## src/verilog/mulDiv_macros.svh

```systemverilog
`ifndef MULDIV_MACROS_SVH
`define MULDIV_MACROS_SVH

// Operand and result width
`define MD_DATA_WIDTH 32

// Age tag width
`define MD_TAG_WIDTH 4

// Register stages behind the multiplier array
`define MD_MUL_STAGES 3

// Writeback credits held after reset
`define MD_RESULT_CREDITS 4

`endif

```

## src/verilog/mulDivPkg.sv

```systemverilog
`include "mulDiv_macros.svh"

package mulDivPkg;

    // Operand signedness for multiplication
    typedef enum logic [1:0] {
        MUL_SS = 2'b00,
        MUL_SU = 2'b01,
        MUL_UU = 2'b10
    } mulCode_e;

    typedef enum logic [1:0] {
        DIV  = 2'b00,
        DIVU = 2'b01,
        REM  = 2'b10,
        REMU = 2'b11
    } divCode_e;

    // One opcode word, read through the view that isDiv selects
    typedef union packed {
        struct packed {
            mulCode_e code;
            logic     getUpper;
        } mul;
        struct packed {
            divCode_e code;
            logic     spare;
        } div;
    } mulDivOp_u;

    // Circular range from head up to but not including tail
    function automatic logic tagInFlushRange(
        input logic                     flushAll,
        input logic [`MD_TAG_WIDTH-1:0] head,
        input logic [`MD_TAG_WIDTH-1:0] tail,
        input logic [`MD_TAG_WIDTH-1:0] tag
    );
        logic hit;
        if (flushAll) begin
            hit = 1'b1;
        end else if (head <= tail) begin
            hit = (tag >= head) && (tag < tail);
        end else begin
            // Range wraps past the top of the tag space
            hit = (tag >= head) || (tag < tail);
        end
        return hit;
    endfunction

endpackage

```

## src/verilog/pipelinedMultiplier.sv

```systemverilog
`timescale 1ns/1ps
`include "mulDiv_macros.svh"

module pipelinedMultiplier (
    input  logic                      clk,
    input  logic                      arstN,
    input  logic                      mulValid,
    input  mulDivPkg::mulDivOp_u      op,
    input  logic [`MD_DATA_WIDTH-1:0] opA,
    input  logic [`MD_DATA_WIDTH-1:0] opB,
    input  logic [`MD_TAG_WIDTH-1:0]  tag,
    input  logic                      mulTaken,
    input  logic                      flushValid,
    input  logic                      flushAll,
    input  logic [`MD_TAG_WIDTH-1:0]  flushHead,
    input  logic [`MD_TAG_WIDTH-1:0]  flushTail,
    output logic                      mulReady,
    output logic                      mulOutValid,
    output logic [`MD_DATA_WIDTH-1:0] mulOutData,
    output logic [`MD_TAG_WIDTH-1:0]  mulOutTag
);

    localparam int W = `MD_DATA_WIDTH;
    localparam int STAGES = `MD_MUL_STAGES;

    logic                     signA;
    logic                     signB;
    logic signed [W:0]        extA;
    logic signed [W:0]        extB;
    logic signed [2*W+1:0]    fullProduct;

    logic [2*W-1:0]           prodQ [STAGES];
    logic [`MD_TAG_WIDTH-1:0] tagQ  [STAGES];
    logic [STAGES-1:0]        upperQ;
    logic [STAGES-1:0]        validQ;
    logic [STAGES-1:0]        flushHit;
    logic                     stall;

    // One extra bit per operand covers all three signedness codes
    always_comb begin
        signA = (op.mul.code != mulDivPkg::MUL_UU) && opA[W-1];
        signB = (op.mul.code == mulDivPkg::MUL_SS) && opB[W-1];
        extA = {signA, opA};
        extB = {signB, opB};
        fullProduct = extA * extB;
    end

    always_comb begin
        for (int i = 0; i < STAGES; i++) begin
            flushHit[i] = flushValid && validQ[i] &&
                mulDivPkg::tagInFlushRange(flushAll, flushHead, flushTail, tagQ[i]);
        end
    end

    // Whole pipe freezes while the last stage waits for the merger
    assign mulOutValid = validQ[STAGES-1] && !flushHit[STAGES-1];
    assign stall = mulOutValid && !mulTaken;
    assign mulReady = !stall;

    always_ff @(posedge clk or negedge arstN) begin
        if (!arstN) begin
            validQ <= '0;
        end else if (stall) begin
            validQ <= validQ & ~flushHit;
        end else begin
            validQ[0] <= mulValid;
            for (int i = 1; i < STAGES; i++) begin
                validQ[i] <= validQ[i-1] && !flushHit[i-1];
            end
        end
    end

    always_ff @(posedge clk) begin
        if (!stall) begin
            prodQ[0] <= fullProduct[2*W-1:0];
            tagQ[0] <= tag;
            upperQ[0] <= op.mul.getUpper;
            for (int i = 1; i < STAGES; i++) begin
                prodQ[i] <= prodQ[i-1];
                tagQ[i] <= tagQ[i-1];
                upperQ[i] <= upperQ[i-1];
            end
        end
    end

    // High or low half picked at the output
    assign mulOutData = upperQ[STAGES-1] ? prodQ[STAGES-1][2*W-1:W] : prodQ[STAGES-1][W-1:0];
    assign mulOutTag = tagQ[STAGES-1];

endmodule

```

## src/verilog/iterativeDivider.sv

```systemverilog
`timescale 1ns/1ps
`include "mulDiv_macros.svh"

module iterativeDivider (
    input  logic                      clk,
    input  logic                      arstN,
    input  logic                      divReq,
    input  mulDivPkg::mulDivOp_u      op,
    input  logic [`MD_DATA_WIDTH-1:0] opA,
    input  logic [`MD_DATA_WIDTH-1:0] opB,
    input  logic [`MD_TAG_WIDTH-1:0]  tag,
    input  logic                      divRelease,
    input  logic                      flushValid,
    input  logic                      flushAll,
    input  logic [`MD_TAG_WIDTH-1:0]  flushHead,
    input  logic [`MD_TAG_WIDTH-1:0]  flushTail,
    output logic                      divFree,
    output logic                      divDone,
    output logic [`MD_DATA_WIDTH-1:0] divData,
    output logic [`MD_TAG_WIDTH-1:0]  divTag
);

    localparam int W = `MD_DATA_WIDTH;
    localparam int CNT_W = $clog2(W + 1);

    localparam logic [1:0] PHASE_FREE = 2'd0;
    localparam logic [1:0] PHASE_PROCESSING = 2'd1;
    localparam logic [1:0] PHASE_WAITING = 2'd2;

    logic [1:0]               phaseQ;
    logic [1:0]               nextPhase;
    logic [CNT_W-1:0]         countQ;
    logic                     lastStep;
    logic                     flushHit;
    logic                     accept;

    logic                     isSigned;
    logic                     negA;
    logic                     negB;
    logic [W-1:0]             magA;
    logic [W-1:0]             magB;

    mulDivPkg::divCode_e      codeQ;
    logic [`MD_TAG_WIDTH-1:0] tagQ;
    logic [W-1:0]             dividendQ;
    logic [W-1:0]             divisorQ;
    logic [W-1:0]             quoQ;
    logic [W:0]               remQ;
    logic                     qNegQ;
    logic                     rNegQ;
    logic                     zeroQ;
    logic                     overflowQ;
    logic [W-1:0]             resultQ;

    logic [W:0]               shifted;
    logic [W:0]               trial;
    logic [W-1:0]             quoFinal;
    logic [W-1:0]             remFinal;
    logic [W-1:0]             result;

    // W shift-subtract steps, then one cycle to fix up the result
    assign lastStep = countQ == CNT_W'(W);

    always_comb begin
        nextPhase = phaseQ;
        flushHit = flushValid && (phaseQ != PHASE_FREE) &&
            mulDivPkg::tagInFlushRange(flushAll, flushHead, flushTail, tagQ);
        case (phaseQ)
            PHASE_PROCESSING: begin
                if (lastStep) begin
                    nextPhase = PHASE_WAITING;
                end
            end
            PHASE_WAITING: begin
                if (divRelease) begin
                    nextPhase = PHASE_FREE;
                end
            end
            default: begin
                nextPhase = PHASE_FREE;
            end
        endcase
        if (flushHit) begin
            nextPhase = PHASE_FREE;
        end
        // Judged on the next phase so a flushed or released unit takes work at once
        divFree = nextPhase == PHASE_FREE;
        accept = divReq && divFree;
        if (accept) begin
            nextPhase = PHASE_PROCESSING;
        end
    end

    // Operand magnitudes and signs at issue
    always_comb begin
        isSigned = (op.div.code == mulDivPkg::DIV) || (op.div.code == mulDivPkg::REM);
        negA = isSigned && opA[W-1];
        negB = isSigned && opB[W-1];
        magA = negA ? -opA : opA;
        magB = negB ? -opB : opB;
    end

    always_comb begin
        shifted = {remQ[W-1:0], quoQ[W-1]};
        trial = shifted - {1'b0, divisorQ};
    end

    always_comb begin
        quoFinal = qNegQ ? -quoQ : quoQ;
        remFinal = rNegQ ? -remQ[W-1:0] : remQ[W-1:0];
        if (zeroQ) begin
            quoFinal = '1;
            remFinal = dividendQ;
        end else if (overflowQ) begin
            quoFinal = dividendQ;
            remFinal = '0;
        end
        if ((codeQ == mulDivPkg::REM) || (codeQ == mulDivPkg::REMU)) begin
            result = remFinal;
        end else begin
            result = quoFinal;
        end
    end

    always_ff @(posedge clk or negedge arstN) begin
        if (!arstN) begin
            phaseQ <= PHASE_FREE;
            countQ <= '0;
        end else begin
            phaseQ <= nextPhase;
            if (accept) begin
                countQ <= '0;
            end else if ((phaseQ == PHASE_PROCESSING) && !lastStep) begin
                countQ <= countQ + 1'b1;
            end
        end
    end

    always_ff @(posedge clk) begin
        if (accept) begin
            codeQ <= op.div.code;
            tagQ <= tag;
            dividendQ <= opA;
            divisorQ <= magB;
            quoQ <= magA;
            remQ <= '0;
            qNegQ <= negA ^ negB;
            rNegQ <= negA;
            zeroQ <= opB == '0;
            overflowQ <= isSigned && (opA == {1'b1, {(W-1){1'b0}}}) && (opB == '1);
        end else if (phaseQ == PHASE_PROCESSING) begin
            if (lastStep) begin
                resultQ <= result;
            end else if (!trial[W]) begin
                // Divisor fits, keep the difference
                remQ <= trial;
                quoQ <= {quoQ[W-2:0], 1'b1};
            end else begin
                remQ <= shifted;
                quoQ <= {quoQ[W-2:0], 1'b0};
            end
        end
    end

    // A held result hit by a flush is withdrawn in the same cycle
    assign divDone = (phaseQ == PHASE_WAITING) && !flushHit;
    assign divData = resultQ;
    assign divTag = tagQ;

endmodule

```

## src/verilog/resultMerger.sv

```systemverilog
`timescale 1ns/1ps
`include "mulDiv_macros.svh"

module resultMerger (
    input  logic                      clk,
    input  logic                      arstN,
    input  logic                      mulOutValid,
    input  logic [`MD_DATA_WIDTH-1:0] mulOutData,
    input  logic [`MD_TAG_WIDTH-1:0]  mulOutTag,
    input  logic                      divDone,
    input  logic [`MD_DATA_WIDTH-1:0] divData,
    input  logic [`MD_TAG_WIDTH-1:0]  divTag,
    input  logic                      creditReturn,
    output logic                      mulTaken,
    output logic                      divRelease,
    output logic                      resultValid,
    output logic [`MD_DATA_WIDTH-1:0] resultData,
    output logic [`MD_TAG_WIDTH-1:0]  resultTag
);

    localparam int CW = $clog2(`MD_RESULT_CREDITS + 1);

    logic [CW-1:0] creditCount;
    logic          creditAvail;
    logic          takeDiv;
    logic          takeMul;

    // Counter drops when a result shows on the port, so the one
    // sitting in the output register still holds its credit here
    always_comb begin
        creditAvail = creditCount > CW'(resultValid);
        takeDiv = creditAvail && divDone;
        takeMul = creditAvail && mulOutValid && !divDone;
    end

    // Divider goes first since it blocks the next division while it waits
    assign divRelease = takeDiv;
    assign mulTaken = takeMul;

    always_ff @(posedge clk or negedge arstN) begin
        if (!arstN) begin
            resultValid <= 1'b0;
            creditCount <= CW'(`MD_RESULT_CREDITS);
        end else begin
            resultValid <= takeDiv || takeMul;
            case ({resultValid, creditReturn})
                2'b10: begin
                    creditCount <= creditCount - 1'b1;
                end
                2'b01: begin
                    creditCount <= creditCount + 1'b1;
                end
                default: begin
                    // Both or neither, count holds
                    creditCount <= creditCount;
                end
            endcase
        end
    end

    always_ff @(posedge clk) begin
        if (takeDiv) begin
            resultData <= divData;
            resultTag <= divTag;
        end else if (takeMul) begin
            resultData <= mulOutData;
            resultTag <= mulOutTag;
        end
    end

endmodule

```

## src/verilog/mulDivUnit.sv

```systemverilog
`timescale 1ns/1ps
`include "mulDiv_macros.svh"

module mulDivUnit (
    input  logic                      clk,
    input  logic                      arstN,
    input  logic                      issueValid,
    input  logic                      isDiv,
    input  mulDivPkg::mulDivOp_u      op,
    input  logic [`MD_DATA_WIDTH-1:0] opA,
    input  logic [`MD_DATA_WIDTH-1:0] opB,
    input  logic [`MD_TAG_WIDTH-1:0]  tag,
    input  logic                      flushValid,
    input  logic                      flushAll,
    input  logic [`MD_TAG_WIDTH-1:0]  flushHead,
    input  logic [`MD_TAG_WIDTH-1:0]  flushTail,
    input  logic                      creditReturn,
    output logic                      issueReady,
    output logic                      resultValid,
    output logic [`MD_DATA_WIDTH-1:0] resultData,
    output logic [`MD_TAG_WIDTH-1:0]  resultTag
);

    logic                      mulValid;
    logic                      mulReady;
    logic                      mulTaken;
    logic                      mulOutValid;
    logic [`MD_DATA_WIDTH-1:0] mulOutData;
    logic [`MD_TAG_WIDTH-1:0]  mulOutTag;

    logic                      divReq;
    logic                      divFree;
    logic                      divRelease;
    logic                      divDone;
    logic [`MD_DATA_WIDTH-1:0] divData;
    logic [`MD_TAG_WIDTH-1:0]  divTag;

    // Steer the issue by isDiv, each unit checks its own readiness
    assign mulValid = issueValid && !isDiv;
    assign divReq = issueValid && isDiv;
    assign issueReady = isDiv ? divFree : mulReady;

    pipelinedMultiplier uMul (
        .clk         (clk),
        .arstN       (arstN),
        .mulValid    (mulValid),
        .op          (op),
        .opA         (opA),
        .opB         (opB),
        .tag         (tag),
        .mulTaken    (mulTaken),
        .flushValid  (flushValid),
        .flushAll    (flushAll),
        .flushHead   (flushHead),
        .flushTail   (flushTail),
        .mulReady    (mulReady),
        .mulOutValid (mulOutValid),
        .mulOutData  (mulOutData),
        .mulOutTag   (mulOutTag)
    );

    iterativeDivider uDiv (
        .clk        (clk),
        .arstN      (arstN),
        .divReq     (divReq),
        .op         (op),
        .opA        (opA),
        .opB        (opB),
        .tag        (tag),
        .divRelease (divRelease),
        .flushValid (flushValid),
        .flushAll   (flushAll),
        .flushHead  (flushHead),
        .flushTail  (flushTail),
        .divFree    (divFree),
        .divDone    (divDone),
        .divData    (divData),
        .divTag     (divTag)
    );

    resultMerger uMerge (
        .clk          (clk),
        .arstN        (arstN),
        .mulOutValid  (mulOutValid),
        .mulOutData   (mulOutData),
        .mulOutTag    (mulOutTag),
        .divDone      (divDone),
        .divData      (divData),
        .divTag       (divTag),
        .creditReturn (creditReturn),
        .mulTaken     (mulTaken),
        .divRelease   (divRelease),
        .resultValid  (resultValid),
        .resultData   (resultData),
        .resultTag    (resultTag)
    );

endmodule

```

## config.mk

```make
export PLATFORM = sky130hd
export DESIGN_NAME = mulDivUnit
export DESIGN_NICKNAME = d
export VERILOG_FILES = /design/src/verilog/mulDivPkg.sv /design/src/verilog/pipelinedMultiplier.sv /design/src/verilog/iterativeDivider.sv /design/src/verilog/resultMerger.sv /design/src/verilog/mulDivUnit.sv
export VERILOG_INCLUDE_DIRS = /design/src /design/src/verilog
export SDC_FILE = /design/constraint.sdc
export NUM_CORES = 2
export LEC_CHECK = 0
export ABC_AREA = 1
export ABC_CLOCK_PERIOD_IN_PS = 12350
export BUFFER_PORTS_ARGS = -buffer_cell sky130_fd_sc_hd__buf_4
export CAP_MARGIN = 20
export CORE_MARGIN = 2
export CORE_UTILIZATION = 55
export DETAILED_ROUTE_END_ITERATION = 12
export PLACE_DENSITY = 0.71
export SLEW_MARGIN = 20
export SYNTH_ARGS = -nofsm -noshare
export SYNTH_HDL_FRONTEND = slang
export SYNTH_HIERARCHICAL = 1
export SYNTH_SLANG_ARGS = --single-unit
```

## constraint.sdc

```tcl
create_clock -name clk -period 12.35 [get_ports clk]
set_input_delay 0.6175 -clock clk [delete_from_list [all_inputs] [get_ports clk]]
set_output_delay 0.6175 -clock clk [all_outputs]
set_load 0.005 [all_outputs]
```

* After elaboration in Yosys (flattened, before gate mapping)
Memories as Yosys holds them, arrays and structs flattened.
Index checks and enable logic that the tools add are counted.
** Operators by class
- Divide/modulo/power cells :: 0
- Mux-type cells :: 38
- Reductions and logical operators :: 57
- Multipliers :: 1
- Bitwise operators :: 5
- Shift-type cells :: 0
- Magnitude comparators :: 10
- Add/sub/neg operators :: 8
- Equality and inequality tests :: 12
** Operator list (count)
- 32-bit two-way mux :: 16
- 32-bit negator :: 4
- 32-bit == test (second input constant) :: 2
- 33-bit by 33-bit multiplier with 64-bit output :: 1
- 33-bit by 32-bit subtractor with 33-bit output :: 1
- 32-bit zero test :: 1
- 1-bit logical AND :: 30
- 4-bit >= comparator :: 4
- 4-bit < comparator :: 4
- 6-bit two-way mux :: 2
- 1-bit two-way mux :: 11
- 2-bit == test (second input constant) :: 5
- 2-bit nonzero test :: 5
- 1-bit zero test :: 9
- 2-bit two-way mux :: 4
- 4-bit two-way mux :: 2
- 1-bit logical OR :: 7
- 6-bit by 1-bit adder with 6-bit output (second input constant) :: 1
- 6-bit == test (second input constant) :: 1
- 3-bit case mux with 2 select lines :: 1
- 2-bit by 1-bit == test with 1-bit output (second input constant) :: 2
- 4-bit less-or-equal comparator :: 1
- 2-bit zero test :: 2
- 2-bit != test (second input constant) :: 2
- other kinds (11) :: 13
** Word-level totals
- Bits in writable memories :: 204
- Logic and storage cells :: 152
- Bits in read-only memories :: 0
- Flip-flop bits (word level) :: 224
- Bits of input ports :: 86
- Memories :: 2
- Output and inout bits :: 38
- Latch bits :: 0
** Memories
- uMul.prodQ :: depth 3, bits a word 64, read ports 3, clocked after memory_dff 0, write ports 3, RTL line pipelinedMultiplier.sv:32 : logic [2*W-1:0] prodQ [STAGES];
- uMul.tagQ :: depth 3, bits a word 4, read ports 3, clocked after memory_dff 0, write ports 3, RTL line pipelinedMultiplier.sv:33 : logic [`MD_TAG_WIDTH-1:0] tagQ [STAGES];

* Longest topological paths before layout
- Depth in word-level cells :: 15
- Mapped depth :: 34
- Gate-level depth less buffers :: 34

* Cells and area by module
The synthesis kept the hierarchy.
** By module, submodules not included
- pipelinedMultiplier :: area an instance 47191.5 µm², cells each 5362, times used 1
- iterativeDivider :: area an instance 14401.3 µm², cells each 2147, times used 1
- resultMerger :: area an instance 1891.8 µm², cells each 189, times used 1
- mulDivUnit :: area an instance 30.0 µm², cells each 8, times used 1

* Worst setup path after synthesis
Ideal clock, no wire load.
- Path kind :: input-to-reg
- Start :: in flushHead[3]
- End :: mem uMul/prodQ[0][0] (netlist name) (enable)
- Data arrival time :: 6.760 ns
- Cell stages on the path :: 16
- Setup slack :: 3.412 ns
- Setup time :: 2.178 ns
- Data required time :: 10.172 ns
- Path through :: inv_1 -> ha_1 -> nand2_1 -> inv_1 -> nand2_1 -> nand2_1 -> nor2_1 -> nor2_1 -> nor2_1 -> nand2_1 -> a21oi_1 -> buf_2 -> buf_2 -> nor2_1 -> inv_1 -> nand3_1
** RTL lines
- start, declared :: RTL line mulDivUnit.sv:15 : input logic [`MD_TAG_WIDTH-1:0] flushHead,
- end, declared :: RTL line pipelinedMultiplier.sv:32

==> impl_results.md <==
* Syn Inst Count at 7706
* Global-route wire length before repair at 301100 µm
* Syn Std Cell Area at 63510 µm²
* Number of I/O pins at 124
* Postcts setup bufs at 0
* GR Util met1 at 0.4432
* Grt ovf at 0
* CP Data Required Time at 12.71 ns
* Compound-Gate Fraction of Synth Area at 0.03908
* Final hold vios at 0
* Arr. time, crit path at 8.86 ns
* Fin crit share at 0.6886
* Slew Viols, Final at 0
* CTS tree: built
* CTS H-tree lvls at 2
* DRC at 0
* DP Cell Count at 9054
* Slew HR at 0.3290
* Setup violators final at 0
* Met3 usage at 0.05791
* Synth area leader: fa_1
* Routability cong. at 1.019
* Core Footprint at 114500 µm²
* Nature of the critical path endpoint: flop
* Post-detailed-route wirelength per cell at 21.24 µm
* Top-count cell post-synth: nand2_1
* Area occupied by multi-input gates at 42410 µm²
* Worst-path clk slew at 0.07 ns
* Worst r2r src: uDiv/divTag[3]
* Ys async rst share at 0.03513
* Hold Path Origin: op[0]
* Reg-to-reg slack, setup at 7.34 ns
* Nets at 9095
* Setup CP Type: input pin to flop
* Total Wirelength at 194100 µm
* Chip Width at 343.8 µm
* Worst Reg-to-Reg Cells at 20
* Largest net degree at the start of global routing at 107
* #FFs+latches synth at 427
* DIE AREA at 118200 µm²
* Worst reg2reg endpoint: uDiv/divisorQ[17]
* Vias per cell at 5.499
* Setup TNS Final at 0 ns
* Post-Synth Simple-Gate Area at 0.1929
* I/O Buffers at 123
* Clock Tree Buf Depth at 3
* Tmin final at 8.504 ns
* Achievable Freq at 0.1176 GHz
* RSZ-0062 raised after global routing: no
* Starting Density at 0.5547
* Root buffer cell: clkbuf_16
* Top cells by count, synth: 2104 x nand2_1, 1934 x inv_1, 1127 x fa_1
* XOR/XNOR Fraction of Synth Area at 0.01682
* Class of the worst hold path: input pin to flop
* GRT met2 Usage at 0.5468
* Max FO, Critical Path at 17
* CTS Buf Count at 44
* # Max-Cap Violations at 0
* Largest cells by area after synthesis: fa_1 36%, edfxtp_1 18%, nand2_1 12%, inv_1 11%, ha_1 5.8%
* Largest family of logic cells by synthesized area: adder cells
* Via count at 50260
* Layout fillers at 10350
* Fin Clk Skew at 0.02398 ns
* Synth warn at 6
* Startpoint types: input pin
* Most used routing layer: met2
* Yosys cell types at 58
* Post-synth EDFFs at 380
* CTS sink count at 427
* Tot GR Track Use at 0.3359
* Worst-margin pin slew at 0.9982 ns
* Register Area at 12430 µm²
* Mux cell area share after synthesis at 0.005673
* Yosys top cell area share at 0.3552
* Initial antenna violation count at 8
* Die span in y at 343.8 µm
* Status: completed
* Post-Syn Nets at 9211
* Non-filler cells in the finished layout at 9140
* Number of DRC markers in iteration 0 at 4607
* Dpl hpwl at 150100 µm
* Syn-to-layout area delta at 5.163%
* Hold depth at 1
* First drt pass iteration count at 7
* Ys flop type: edfxtp_1
* Mean area per synthesized cell at 8.242 µm²
* Hold EP: uMul/upperQ[0]
* Sequential area share after synthesis at 0.1957
* Area share of fa/ha/maj cells after synthesis at 0.4127
* Share of layout cells above drive strength 1 at 0.05246
* DRT antenna net count at 0
* Num rows at 124
* Vias in the first global route at 52290
* Clock Latency Late Sink at 0.60 ns
[per-layer routing]
metal | up-vias | routed length [µm] | part of all wire
li1 | 22470 | - | -
met1 | 24850 | 77240 | 0.40
met2 | 2437 | 89400 | 0.46
met3 | 508 | 17360 | 0.089
met4 | 2 | 10090 | 0.052
met5 | - | 13 | 0.000067
[cells by family (layout without fill, tap and decap cells)]
group	Yosys count	count (layout)
flops	427	427
other cells	0	3
compound gates	447	447
mux	32	32
fa+ha+maj	1419	1419
buf+inv	2281	2200
simple gates	2978	2978
xor+xnor	122	122
[what timing repair did]
action / in CTS / in global routing
endpoints found under the setup margin: 0 / 0
gates resized for setup: 0 / 0
hold buffers: 1 / 0
endpoints found under the hold margin: 14 / 0
[sequential cells by signal, indices dropped and copies added, names as in the netlist]
signal,flops
uDiv/qNegQ,1
uMerge/resultTag,4
uDiv/divData,32
uDiv/phaseQ,2
uDiv/rNegQ,1
uDiv/divisorQ,32
uDiv/countQ,6
uMerge/resultValid,1
uDiv/quoQ,32
uMul/prodQ,192
uDiv/divTag,4
uMul/tagQ,12
uMerge/creditCount,3
uDiv/remQ,32
uMerge/resultData,32
uDiv/dividendQ,32
uMul/upperQ,3
uDiv/zeroQ,1
uMul/validQ,3
uDiv/codeQ,1
uDiv/overflowQ,1
[metrics by stage]
step / utilization / instance area [µm²] / worst slack (ns) / hold slack [ns]
5_1_grt: 0.5833 / 66790 / 3.350 / 0.1875
3_5_place_dp: 0.5700 / 65260 / 3.294 / 0.4045
2_1_floorplan: - / 63510 / 3.412 / 0.3219
3_3_place_gp: 0.5699 / 65250 / 3.385 / 0.4005
4_1_cts: 0.5831 / 66770 / 3.938 / 0.1653
6_report: 0.5834 / 66790 / 3.846 / 0.2031
[how the worst max path moves through the flow]
stage / start / endpoint / slack, ns / depth (start not counted)
after floorplan: flushHead[3] / uMul/prodQ[0][0] / 3.41 / 16
after global placement: op[1] / uMul/prodQ[0][60] / 3.38 / 28
after detailed placement: op[1] / uMul/prodQ[0][60] / 3.29 / 27
after CTS: op[1] / uMul/prodQ[0][61] / 3.94 / 28
after global routing: op[1] / uMul/prodQ[0][61] / 3.35 / 28
final: op[1] / uMul/prodQ[0][60] / 3.85 / 28
[cell usage in the layout (no fill, tap or decap), drive strengths merged, types with 11 or more instances in the layout]
cell / n
xnor2: 26
mux2: 32
a21oi: 200
buf: 156
clkinv: 19
o21bai: 25
nand3: 335
clkbuf: 53
dfxtp: 32
or2: 14
xor2: 96
nand4: 56
nor2: 346
nor3: 46
o21ai: 171
dfrtp: 14
inv: 1961
nor4: 11
edfxtp: 380
nand2: 2154
ha: 292
o211ai: 13
fa: 1127
[cell type report]
class,count,area share
antenna,3,0.0001124
clock buffer,53,0.01757
clock inverter,28,0.004833
inverter,1962,0.1103
multi-input combinational,4998,0.6349
sequential,427,0.1861
tap,1512,0.02832
timing repair buffer,157,0.01787
[worst max-delay path, cell delays in order]
cell	delay (ns)
buf_4	0.17
inv_2	0.35
nand2_2	0.33
nand2_1	0.14
clkinv_1	0.22
nand2_1	0.21
inv_1	0.11
fa_1	0.60
fa_1	0.47
fa_1	0.55
inv_1	0.42
fa_1	0.51
inv_1	0.09
fa_1	0.44
fa_1	0.55
inv_1	0.05
fa_1	0.45
fa_1	0.52
inv_1	0.05
ha_1	0.40
inv_1	0.21
o21bai_1	0.13
nor2_1	0.20
o21ai_1	0.20
o21ai_0	0.53
nand3_1	0.15
nand2_1	0.09
nand2_1	0.05
Power is left out: the tool's default activity adds up to more than one toggle a clock period on the data nets, which glitch-free logic cannot reach.
